**src/oflow_params.svh**
```systemverilog
// ------------------------------
// optical flow tracker, IoU stage
// width and depth constants shared by
// the pair generator, FIFO and cost block
// ------------------------------
`ifndef OFLOW_PARAMS_SVH
`define OFLOW_PARAMS_SVH

// box geometry
`define OFLOW_COORD_W     10                        // one corner coordinate
`define OFLOW_AREA_W      (2*`OFLOW_COORD_W)        // w*h product
`define OFLOW_UNION_W     (`OFLOW_AREA_W+1)         // sum of two areas

// fixed point cost
`define OFLOW_FRAC_W      22                        // Q0.22 fraction bits
`define OFLOW_QUOT_W      (`OFLOW_FRAC_W+1)         // extra bit for iou == 1.0

// history table
`define OFLOW_HIST_DEPTH  4
`define OFLOW_IDX_W       2                         // box index, wraps at depth

// pair buffer between producer and consumer
`define OFLOW_FIFO_DEPTH  4

`endif
```
**src/oflow_pkg.sv**
```systemverilog
// ------------------------------
// optical flow tracker, IoU stage
// box, pair and result types
// ------------------------------
`include "oflow_params.svh"

package oflow_pkg;

	// ------------------------------
	// corner box, {x_tl, y_tl, x_br, y_br}
	// ------------------------------
	typedef struct packed {
		logic [`OFLOW_COORD_W-1:0] x_tl;
		logic [`OFLOW_COORD_W-1:0] y_tl;
		logic [`OFLOW_COORD_W-1:0] x_br;
		logic [`OFLOW_COORD_W-1:0] y_br;
	} bbox_t;

	// one association candidate
	typedef struct packed {
		bbox_t                   cur_box;   // frame k
		bbox_t                   hist_box;  // history frame
		logic [`OFLOW_IDX_W-1:0] cur_idx;
		logic [`OFLOW_IDX_W-1:0] hist_idx;
	} bbox_pair_t;

	// cost for one pair, 1 - iou in Q0.22
	typedef struct packed {
		logic [`OFLOW_IDX_W-1:0]  cur_idx;
		logic [`OFLOW_IDX_W-1:0]  hist_idx;
		logic [`OFLOW_FRAC_W-1:0] cost;
	} iou_result_t;

endpackage

```
**src/oflow_iou_top.sv**
```systemverilog
// ------------------------------
// IoU association stage top
// pair generator, pair FIFO, cost block
// ------------------------------
`timescale 1ns/1ps
`include "oflow_params.svh"

module oflow_iou_top import oflow_pkg::*; (
	input  logic        clk,
	input  logic        reset_N,
	input  logic        hist_valid,
	output logic        hist_ready,
	input  bbox_t       hist_box,
	input  logic        hist_last,
	input  logic        cur_valid,
	output logic        cur_ready,
	input  bbox_t       cur_box,
	output logic        res_valid,
	input  logic        res_ready,
	output iou_result_t res
);

	// producer side of the FIFO
	logic       gen_pair_valid;
	logic       gen_pair_ready;
	bbox_pair_t gen_pair;
	// consumer side
	logic       iou_pair_valid;
	logic       iou_pair_ready;
	bbox_pair_t iou_pair;

	oflow_bbox_pair_gen oflow_bbox_pair_gen_inst (
		.clk        (clk),
		.reset_N    (reset_N),
		.hist_valid (hist_valid),
		.hist_ready (hist_ready),
		.hist_box   (hist_box),
		.hist_last  (hist_last),
		.cur_valid  (cur_valid),
		.cur_ready  (cur_ready),
		.cur_box    (cur_box),
		.pair_valid (gen_pair_valid),
		.pair_ready (gen_pair_ready),
		.pair       (gen_pair)
	);

	oflow_pair_fifo #(
		.item_t (bbox_pair_t),
		.DEPTH  (`OFLOW_FIFO_DEPTH)
	) oflow_pair_fifo_inst (
		.clk       (clk),
		.reset_N   (reset_N),
		.in_valid  (gen_pair_valid),
		.in_ready  (gen_pair_ready),
		.in_data   (gen_pair),
		.out_valid (iou_pair_valid),
		.out_ready (iou_pair_ready),
		.out_data  (iou_pair)
	);

	oflow_calc_iou oflow_calc_iou_inst (
		.clk        (clk),
		.reset_N    (reset_N),
		.pair_valid (iou_pair_valid),
		.pair_ready (iou_pair_ready),
		.pair       (iou_pair),
		.res_valid  (res_valid),
		.res_ready  (res_ready),
		.res        (res)
	);

endmodule

```
**src/oflow_calc_iou.sv**
```systemverilog
// ------------------------------
// IoU cost consumer
// intersection and union of one pair, then
// sequential divide and Q0.22 cost 1 - iou
// ------------------------------
`timescale 1ns/1ps
`include "oflow_params.svh"

module oflow_calc_iou import oflow_pkg::*; (
	input  logic        clk,
	input  logic        reset_N,
	input  logic        pair_valid,
	output logic        pair_ready,
	input  bbox_pair_t  pair,
	output logic        res_valid,
	input  logic        res_ready,
	output iou_result_t res
);

	localparam int COORD_W = `OFLOW_COORD_W;
	localparam int AREA_W  = `OFLOW_AREA_W;
	localparam int UNION_W = `OFLOW_UNION_W;
	localparam int FRAC_W  = `OFLOW_FRAC_W;
	localparam int QUOT_W  = `OFLOW_QUOT_W;
	localparam int DVD_W   = AREA_W + FRAC_W;  // intersection << frac

	typedef enum logic [2:0] {S_IDLE, S_COORD, S_AREA, S_DIV, S_RES} state_t;

	state_t             state;
	state_t             next_state;
	bbox_pair_t         pair_q;
	logic [COORD_W-1:0] ix_tl_q;   // intersection corners, unclamped
	logic [COORD_W-1:0] iy_tl_q;
	logic [COORD_W-1:0] ix_br_q;
	logic [COORD_W-1:0] iy_br_q;
	logic [COORD_W-1:0] cw_q;      // current box w/h
	logic [COORD_W-1:0] ch_q;
	logic [COORD_W-1:0] hw_q;      // history box w/h
	logic [COORD_W-1:0] hh_q;
	logic [AREA_W-1:0]  area_cur;
	logic [AREA_W-1:0]  area_hist;
	logic [AREA_W-1:0]  inter_d;
	logic [UNION_W-1:0] union_d;
	logic [AREA_W-1:0]  inter_q;
	logic [UNION_W-1:0] union_q;
	logic               div_start;
	logic               div_done;
	logic [QUOT_W-1:0]  quot;
	logic [FRAC_W-1:0]  cost_d;

	function automatic logic [COORD_W-1:0] max_c(input logic [COORD_W-1:0] a, b);
		return (a > b) ? a : b;
	endfunction

	function automatic logic [COORD_W-1:0] min_c(input logic [COORD_W-1:0] a, b);
		return (a < b) ? a : b;
	endfunction

	// extent between two corners, zero when empty
	function automatic logic [COORD_W-1:0] span(input logic [COORD_W-1:0] lo, hi);
		return (hi > lo) ? hi - lo : '0;
	endfunction

	oflow_div_seq #(
		.DIVIDEND_W (DVD_W),
		.DIVISOR_W  (UNION_W),
		.QUOT_W     (QUOT_W)
	) oflow_div_seq_inst (
		.clk      (clk),
		.reset_N  (reset_N),
		.start    (div_start),
		.dividend ({inter_q, {FRAC_W{1'b0}}}),
		.divisor  (union_q),
		.done     (div_done),
		.quotient (quot)
	);

	// ------------------------------
	// FSM
	// ------------------------------
	assign pair_ready = (state == S_IDLE);
	assign res_valid  = (state == S_RES);

	always_comb begin
		next_state = state;
		case (state)
			S_IDLE:  if (pair_valid) next_state = S_COORD;
			S_COORD: next_state = S_AREA;
			S_AREA:  next_state = S_DIV;
			S_DIV:   if (union_q == '0 || div_done) next_state = S_RES;  // empty union skips divide
			S_RES:   if (res_ready) next_state = S_IDLE;
			default: next_state = S_IDLE;
		endcase
	end

	always_ff @(posedge clk or negedge reset_N) begin
		if (!reset_N) begin
			state     <= S_IDLE;
			div_start <= 1'b0;
		end else begin
			state     <= next_state;
			div_start <= (state == S_AREA) && (union_d != '0);  // one cycle pulse
		end
	end

	// ------------------------------
	// datapath
	// ------------------------------
	always_comb begin
		area_cur  = AREA_W'(cw_q) * AREA_W'(ch_q);
		area_hist = AREA_W'(hw_q) * AREA_W'(hh_q);
		inter_d   = AREA_W'(span(ix_tl_q, ix_br_q)) * AREA_W'(span(iy_tl_q, iy_br_q));
		union_d   = UNION_W'(area_cur) + UNION_W'(area_hist) - UNION_W'(inter_d);
		if (union_q == '0)
			cost_d = '1;                                  // nothing to compare
		else if (quot[QUOT_W-1])
			cost_d = '0;                                  // iou saturates at 1.0
		else
			cost_d = {FRAC_W{1'b1}} - quot[FRAC_W-1:0];
	end

	always_ff @(posedge clk) begin
		if (state == S_IDLE && pair_valid)
			pair_q <= pair;
		if (state == S_COORD) begin
			ix_tl_q <= max_c(pair_q.cur_box.x_tl, pair_q.hist_box.x_tl);
			iy_tl_q <= max_c(pair_q.cur_box.y_tl, pair_q.hist_box.y_tl);
			ix_br_q <= min_c(pair_q.cur_box.x_br, pair_q.hist_box.x_br);
			iy_br_q <= min_c(pair_q.cur_box.y_br, pair_q.hist_box.y_br);
			cw_q    <= span(pair_q.cur_box.x_tl, pair_q.cur_box.x_br);
			ch_q    <= span(pair_q.cur_box.y_tl, pair_q.cur_box.y_br);
			hw_q    <= span(pair_q.hist_box.x_tl, pair_q.hist_box.x_br);
			hh_q    <= span(pair_q.hist_box.y_tl, pair_q.hist_box.y_br);
		end
		if (state == S_AREA) begin
			inter_q <= inter_d;
			union_q <= union_d;
		end
		if (state == S_DIV && next_state == S_RES) begin  // result register
			res.cur_idx  <= pair_q.cur_idx;
			res.hist_idx <= pair_q.hist_idx;
			res.cost     <= cost_d;
		end
	end

	a_res_stable: assert property (@(posedge clk) disable iff (!reset_N)
		res_valid && !res_ready |=> res_valid && $stable(res));

endmodule

```
**src/oflow_pair_fifo.sv**
```systemverilog
// ------------------------------
// valid/ready FIFO for pair beats
// circular buffer with occupancy count,
// push and pop together allowed when full
// ------------------------------
`timescale 1ns/1ps
`include "oflow_params.svh"

module oflow_pair_fifo #(
	parameter type item_t = logic [7:0],
	parameter int  DEPTH  = `OFLOW_FIFO_DEPTH
) (
	input  logic  clk,
	input  logic  reset_N,
	input  logic  in_valid,
	output logic  in_ready,
	input  item_t in_data,
	output logic  out_valid,
	input  logic  out_ready,
	output item_t out_data
);

	localparam int PTR_W = (DEPTH > 1) ? $clog2(DEPTH) : 1;
	localparam int CNT_W = $clog2(DEPTH + 1);

	item_t            mem [DEPTH];
	logic [PTR_W-1:0] rd_ptr;
	logic [PTR_W-1:0] wr_ptr;
	logic [CNT_W-1:0] count;   // occupancy
	logic             push;
	logic             pop;

	// wrap for non power of two depths
	function automatic logic [PTR_W-1:0] ptr_inc(input logic [PTR_W-1:0] p);
		return (p == PTR_W'(DEPTH - 1)) ? '0 : p + 1'b1;
	endfunction

	// ------------------------------
	// flags
	// ------------------------------
	assign out_valid = (count != '0);
	assign in_ready  = (count != CNT_W'(DEPTH)) || out_ready;  // full, but a slot frees
	assign push      = in_valid && in_ready;
	assign pop       = out_valid && out_ready;
	assign out_data  = mem[rd_ptr];

	always_ff @(posedge clk) begin
		if (push)
			mem[wr_ptr] <= in_data;
	end

	always_ff @(posedge clk or negedge reset_N) begin
		if (!reset_N) begin
			rd_ptr <= '0;
			wr_ptr <= '0;
			count  <= '0;
		end else begin
			if (push)
				wr_ptr <= ptr_inc(wr_ptr);
			if (pop)
				rd_ptr <= ptr_inc(rd_ptr);
			case ({push, pop})
				2'b10:   count <= count + 1'b1;
				2'b01:   count <= count - 1'b1;
				default: count <= count;    // idle or both
			endcase
		end
	end

	a_no_overflow: assert property (@(posedge clk) disable iff (!reset_N)
		count <= CNT_W'(DEPTH));

endmodule

```
**src/oflow_bbox_pair_gen.sv**
```systemverilog
// ------------------------------
// history pairing producer
// stores the history frame boxes and emits one
// tagged pair per history entry for every
// accepted current-frame box
// ------------------------------
`timescale 1ns/1ps
`include "oflow_params.svh"

module oflow_bbox_pair_gen import oflow_pkg::*; (
	input  logic       clk,
	input  logic       reset_N,
	input  logic       hist_valid,
	output logic       hist_ready,
	input  bbox_t      hist_box,
	input  logic       hist_last,
	input  logic       cur_valid,
	output logic       cur_ready,
	input  bbox_t      cur_box,
	output logic       pair_valid,
	input  logic       pair_ready,
	output bbox_pair_t pair
);

	localparam int DEPTH = `OFLOW_HIST_DEPTH;
	localparam int IDX_W = `OFLOW_IDX_W;

	bbox_t            hist_tbl [DEPTH];  // history frame boxes
	logic [IDX_W-1:0] wr_ptr;            // next table slot
	logic [IDX_W:0]   hist_cnt;          // boxes in closed frame
	logic             frame_ok;          // table holds a closed frame
	logic             emitting;
	logic [IDX_W-1:0] emit_idx;          // table walk
	logic [IDX_W-1:0] cur_idx_q;         // running current box index
	bbox_t            cur_box_q;
	logic             hist_fire;
	logic             cur_fire;
	logic             pair_fire;
	logic             last_pair;

	// ------------------------------
	// handshakes
	// ------------------------------
	assign cur_ready  = !emitting && frame_ok;
	// no table write on the edge that starts a walk
	assign hist_ready = !emitting && !(cur_valid && frame_ok);
	assign hist_fire  = hist_valid && hist_ready;
	assign cur_fire   = cur_valid && cur_ready;
	assign pair_fire  = pair_valid && pair_ready;
	assign pair_valid = emitting;
	assign last_pair  = ({1'b0, emit_idx} == hist_cnt - 1'b1);

	always_comb begin
		pair.cur_box  = cur_box_q;
		pair.hist_box = hist_tbl[emit_idx];
		pair.cur_idx  = cur_idx_q;
		pair.hist_idx = emit_idx;
	end

	// history table and latched current box
	always_ff @(posedge clk) begin
		if (hist_fire)
			hist_tbl[wr_ptr] <= hist_box;
		if (cur_fire)
			cur_box_q <= cur_box;
	end

	always_ff @(posedge clk or negedge reset_N) begin
		if (!reset_N) begin
			wr_ptr    <= '0;
			hist_cnt  <= '0;
			frame_ok  <= 1'b0;
			emitting  <= 1'b0;
			emit_idx  <= '0;
			cur_idx_q <= '0;
		end else begin
			if (hist_fire) begin
				if (hist_last) begin
					wr_ptr   <= '0;                     // next frame from slot 0
					hist_cnt <= {1'b0, wr_ptr} + 1'b1;
					frame_ok <= 1'b1;
				end else begin
					wr_ptr   <= wr_ptr + 1'b1;
					frame_ok <= 1'b0;                   // open frame blocks pairing
				end
			end
			if (cur_fire) begin
				emitting <= 1'b1;
				emit_idx <= '0;
			end else if (pair_fire) begin
				if (last_pair) begin
					emitting  <= 1'b0;
					cur_idx_q <= cur_idx_q + 1'b1;  // wraps at depth
				end else begin
					emit_idx <= emit_idx + 1'b1;
				end
			end
		end
	end

	// held pair must not move under back-pressure
	a_pair_stable: assert property (@(posedge clk) disable iff (!reset_N)
		pair_valid && !pair_ready |=> pair_valid && $stable(pair));

endmodule

```
**src/oflow_div_seq.sv**
```systemverilog
// ------------------------------
// restoring sequential divider
// one quotient bit per cycle, first bit on
// the start edge, done pulse with last bit
// ------------------------------
`timescale 1ns/1ps
`include "oflow_params.svh"

module oflow_div_seq #(
	parameter int DIVIDEND_W = `OFLOW_AREA_W + `OFLOW_FRAC_W,
	parameter int DIVISOR_W  = `OFLOW_UNION_W,
	parameter int QUOT_W     = `OFLOW_QUOT_W
) (
	input  logic                  clk,
	input  logic                  reset_N,
	input  logic                  start,
	input  logic [DIVIDEND_W-1:0] dividend,
	input  logic [DIVISOR_W-1:0]  divisor,
	output logic                  done,
	output logic [QUOT_W-1:0]     quotient
);

	localparam int CNT_W = $clog2(QUOT_W + 1);

	logic [DIVISOR_W-1:0] rem_q;     // partial remainder
	logic [DIVISOR_W-1:0] rem_in;
	logic [DIVISOR_W-1:0] rem_nx;
	logic [QUOT_W-1:0]    quot_q;    // low dividend bits out, quotient bits in
	logic [QUOT_W-1:0]    quot_in;
	logic [QUOT_W-1:0]    quot_nx;
	logic [DIVISOR_W-1:0] dvs_q;
	logic [DIVISOR_W-1:0] dvs_in;
	logic [DIVISOR_W:0]   trial;
	logic [CNT_W-1:0]     cnt;       // bits retired
	logic                 busy;

	// ------------------------------
	// one restoring step
	// ------------------------------
	always_comb begin
		// upper dividend bits preload the remainder, caller keeps them below divisor
		rem_in  = start ? DIVISOR_W'(dividend[DIVIDEND_W-1:QUOT_W]) : rem_q;
		quot_in = start ? dividend[QUOT_W-1:0] : quot_q;
		dvs_in  = start ? divisor : dvs_q;
		trial   = {rem_in, quot_in[QUOT_W-1]};   // shift next bit in
		if (trial >= {1'b0, dvs_in}) begin
			rem_nx  = DIVISOR_W'(trial - {1'b0, dvs_in});
			quot_nx = {quot_in[QUOT_W-2:0], 1'b1};
		end else begin
			rem_nx  = trial[DIVISOR_W-1:0];      // restore
			quot_nx = {quot_in[QUOT_W-2:0], 1'b0};
		end
	end

	assign quotient = quot_q;

	always_ff @(posedge clk) begin
		if (start || busy) begin
			rem_q  <= rem_nx;
			quot_q <= quot_nx;
			dvs_q  <= dvs_in;
		end
	end

	always_ff @(posedge clk or negedge reset_N) begin
		if (!reset_N) begin
			busy <= 1'b0;
			cnt  <= '0;
			done <= 1'b0;
		end else begin
			done <= 1'b0;
			if (start) begin
				busy <= 1'b1;
				cnt  <= CNT_W'(1);
			end else if (busy) begin
				cnt <= cnt + 1'b1;
				if (cnt == CNT_W'(QUOT_W - 1)) begin
					busy <= 1'b0;
					done <= 1'b1;    // quotient final from here
				end
			end
		end
	end

	a_div_nonzero: assert property (@(posedge clk) disable iff (!reset_N)
		start |-> divisor != '0);

endmodule

```
**config.mk**
```make
export PLATFORM = sky130hd
export DESIGN_NAME = oflow_iou_top
export DESIGN_NICKNAME = d
export VERILOG_FILES = /design/src/oflow_pkg.sv /design/src/oflow_iou_top.sv /design/src/oflow_calc_iou.sv /design/src/oflow_pair_fifo.sv /design/src/oflow_bbox_pair_gen.sv /design/src/oflow_div_seq.sv
export VERILOG_INCLUDE_DIRS = /design/src
export SDC_FILE = /design/constraint.sdc
export NUM_CORES = 2
export LEC_CHECK = 0
export BUFFER_PORTS_ARGS = -buffer_cell sky130_fd_sc_hd__buf_2
export CAP_MARGIN = 30
export CORE_MARGIN = 10
export CORE_UTILIZATION = 55
export CTS_BUF_LIST = sky130_fd_sc_hd__clkbuf_8 sky130_fd_sc_hd__clkbuf_16
export DETAILED_ROUTE_END_ITERATION = 8
export GPL_TIMING_DRIVEN = 0
export PLACE_DENSITY = 0.71
export SLEW_MARGIN = 20
export SYNTH_ARGS = -nofsm -noshare
export SYNTH_HDL_FRONTEND = slang
export SYNTH_HIERARCHICAL = 1
export SYNTH_SLANG_ARGS = --single-unit
```
**constraint.sdc**
```tcl
create_clock -name clk -period 23.3 [get_ports clk]
set_input_delay 4.66 -clock clk [delete_from_list [all_inputs] [get_ports clk]]
set_output_delay 4.66 -clock clk [all_outputs]
set_load 0.05 [all_outputs]
```
==> impl_metrics.toml <==
[critical_path]
end_kind = "register"
reg2reg_to = "oflow_calc_iou_inst/div_start"
crit_type = "reg -> reg"
cp_data_arrival_time_ns = 13.58
cp-start-kind = "register"
r2r-start = "oflow_calc_iou_inst/ix_tl_q[0]"
cp_data_required_time_ns = 23.82
crit_path_top_delay_cell = "fa_1"
regToRegSetupSlack_ns = 10.24
crit_top_cell = "fa_1"
worstRegToRegCells = 46
cp_max_fo = 10
max_stage_delay_ns = 0.58

[logic_synthesis]
synth_warnings = 6
synth-seq-cells = 861
synthTopCellsByArea = "edfxtp_1 53%, fa_1 11%, ha_1 7.6%"
synth_top_area_cell = "edfxtp_1"
syn_area_sq_mm = 0.0471
synthArstFlopShare_pct = 3.37
yosysTopAreaCellShare_pct = 53.0
synth.distinct_cells = 98
syn_inst = 3319
syn_area_per_cell_sq_um = 14.2
ys.flop_type = "edfxtp_1"
synth-seq-area-share_pct = 54.6
synth_edf_count = 832

[floorplanning]
io_pins = 115
fp.dieW_um = 313
rows = 107
fp.dieH_um = 313
dieArea_sq_mm = 0.0978
core-area_sq_mm = 0.0851
initial_core_util_pct = 55.3

[worst_hold_path]
min_path_cells = 0
min_from = "oflow_calc_iou_inst/pair_q[2]"
hold_class = "reg -> reg"
holdPathEnd = "oflow_calc_iou_inst/res[24]"

[clock_tree]
clk_latency_ns = 0.66
clockBufferDepth = 3
ctsHoldBuffers = 0
cts_resized = 0
clock_sinks = 861
numCtsBuffers = 84
cts_setup_buffers = 0
htree_levels = 3
clk_pin_slew_ns = 0.06
cts_tree = "yes"
cts_root_buf = "clkbuf_16"

[drt]
drt-initial-drc-count = 1805
drc = 0
routedWlPerCell_um = 20.6
wl_um = 98600
viasPerCell = 5.50
dr.pass1.iters = 7
vias = 26248
drtAntennaViolNets = 0

[timing]
drv_slew = 0
max_freq_mhz = 76.6
rsz0062_at_grt = "no"
fin_skew_ns = 0.0396
period_needed_ns = 13.06
fin_tns_setup_ns = 0
hold_viol_final = 0
setup_viol = 0
fin_crit_sh_pct = 56.0
tightest_slew_ns = 0.932
max_slew_margin_pct = 37.5

[placed_design]
gp_congestion = 0.897
place_hpwl_um = 72900
portBuffers = 114

[cells_and_area]
diodes = 0
drive_above_1_share_pct = 14.8
area_growth_syn_to_layout_pct = 11.3
nFillCells = 6447
nets = 4182

[global_route]
antenna_found_initial = 0
grt.total_usage_pct = 20.4
overflow = 0
grt_max_degree = 56
grt_pass1_wl_um = 156000
first_global_vias = 27208

[flow_run]
cap_violations = 0

[outcome]
status = "finished clean"
logic make-up (layout without fill, tap and decap cells):
kind of cell             count (synthesis)  count (layout)  synth area share, %
XOR/XNOR                                72              72                 1.35
flip-flops                             861             861                 54.6
AND/OR/NAND/NOR                        689             689                 7.33
buffers and inverters                  582             874                 4.88
adder cells (fa/ha/maj)                535             535                 18.2
multiplexers                           246             246                 8.81
other                                    1              22              0.00796
AO/OA/AOI/OAI                          333             333                 4.88
sequential cells by signal, summed over array words and instances, names as in the netlist, 20 cells and up:
register / count
oflow_bbox_pair_gen_inst/hist_tbl: 160
oflow_bbox_pair_gen_inst/pair: 40
oflow_calc_iou_inst/inter_q: 20
oflow_calc_iou_inst/oflow_div_seq_inst/dvs_q: 21
oflow_calc_iou_inst/oflow_div_seq_inst/quotient: 23
oflow_calc_iou_inst/oflow_div_seq_inst/rem_q: 21
oflow_calc_iou_inst/pair_q: 84
oflow_calc_iou_inst/res: 26
oflow_calc_iou_inst/union_q: 21
oflow_pair_fifo_inst/mem: 336
layout make-up:
type                    instances  area, sq um  area share, %
clock buffers                  91         2220           4.23
repair buffers                135          932           1.78
inverters                     494         1850           3.53
plain buffers                  88          445          0.849
multi-input cells            1897        19200           36.6
flip-flops and latches        861        25700           49.0
well taps                    1144         1430           2.73
clock inverters                66          649           1.24
metal layers:
layer | GRT usage [%] | wire length, um | vias up
met1 | 25.7 | 40200 | 13213
met4 | 7.04 | 3310 | 0
li1 | - | - | 12242
met5 | 0 | 0 | -
met3 | 2.82 | 4010 | 186
met2 | 36.0 | 51100 | 607
cells in the final DEF (no fill, tap or decap), types with 57 or more instances in the layout:
cell | netlist | routed
fa_1 | 250 | 250
and2_1 | 119 | 118
o21ai_0 | 79 | 79
mux4_2 | 124 | 124
buf_2 | 19 | 134
nor2_1 | 118 | 118
ha_1 | 285 | 285
edfxtp_1 | 832 | 832
nand2_1 | 233 | 233
a21oi_1 | 57 | 57
inv_1 | 494 | 505
clkbuf_16 | 0 | 86
how the worst max path moves through the flow:
stage | start | endpoint
3_3_place_gp | oflow_calc_iou_inst/ix_tl_q[0] | oflow_calc_iou_inst/div_start
6_report | oflow_calc_iou_inst/ix_tl_q[0] | oflow_calc_iou_inst/div_start
5_1_grt | oflow_calc_iou_inst/ix_tl_q[0] | oflow_calc_iou_inst/div_start
3_5_place_dp | oflow_calc_iou_inst/ix_tl_q[0] | oflow_calc_iou_inst/div_start
2_1_floorplan | oflow_calc_iou_inst/ix_tl_q[0] | oflow_calc_iou_inst/div_start
4_1_cts | oflow_calc_iou_inst/ix_tl_q[0] | oflow_calc_iou_inst/div_start
critical path, delay by kind of cell (launching register included):
family	cells	cell delay, ns
fa+ha+maj	16	7.08
flops	1	0.40
buf+inv	8	0.62
xor+xnor	2	0.62
simple gates	6	1.38
compound gates	14	2.80
synthesized netlist by cell type (28+ instances only):
master and instances:
a21oi_1 57, a21o_1 38, clkbuf_1 45, nor2_1 118
mux2_2 48, o21ai_1 31, fa_1 250, mux4_2 124
and2_1 119, nor3_1 49, dfrtp_1 29, inv_1 494
nor2b_1 28, nand2_1 233, mux2i_1 46, o21ai_0 79
edfxtp_1 832, ha_1 285, xnor2_1 45
stage by stage:
step                      std cells  area [sq um]  setup slack [ns]  hold slack (ns)  utilization [%]
after floorplan                3340         47200             11.54            0.400                -
after global placement         4598         49200             10.30            0.405             57.8
after detailed placement       4618         49600             10.25            0.406             58.2
after CTS                      4775         52500             10.21            0.421             61.6
after global routing           4776         52500              9.51            0.426             61.6
final                          4776         52500             10.24            0.420             61.6
Power is left out: the tool's default activity adds up to more than one toggle a clock period on the data nets, which glitch-free logic cannot reach.
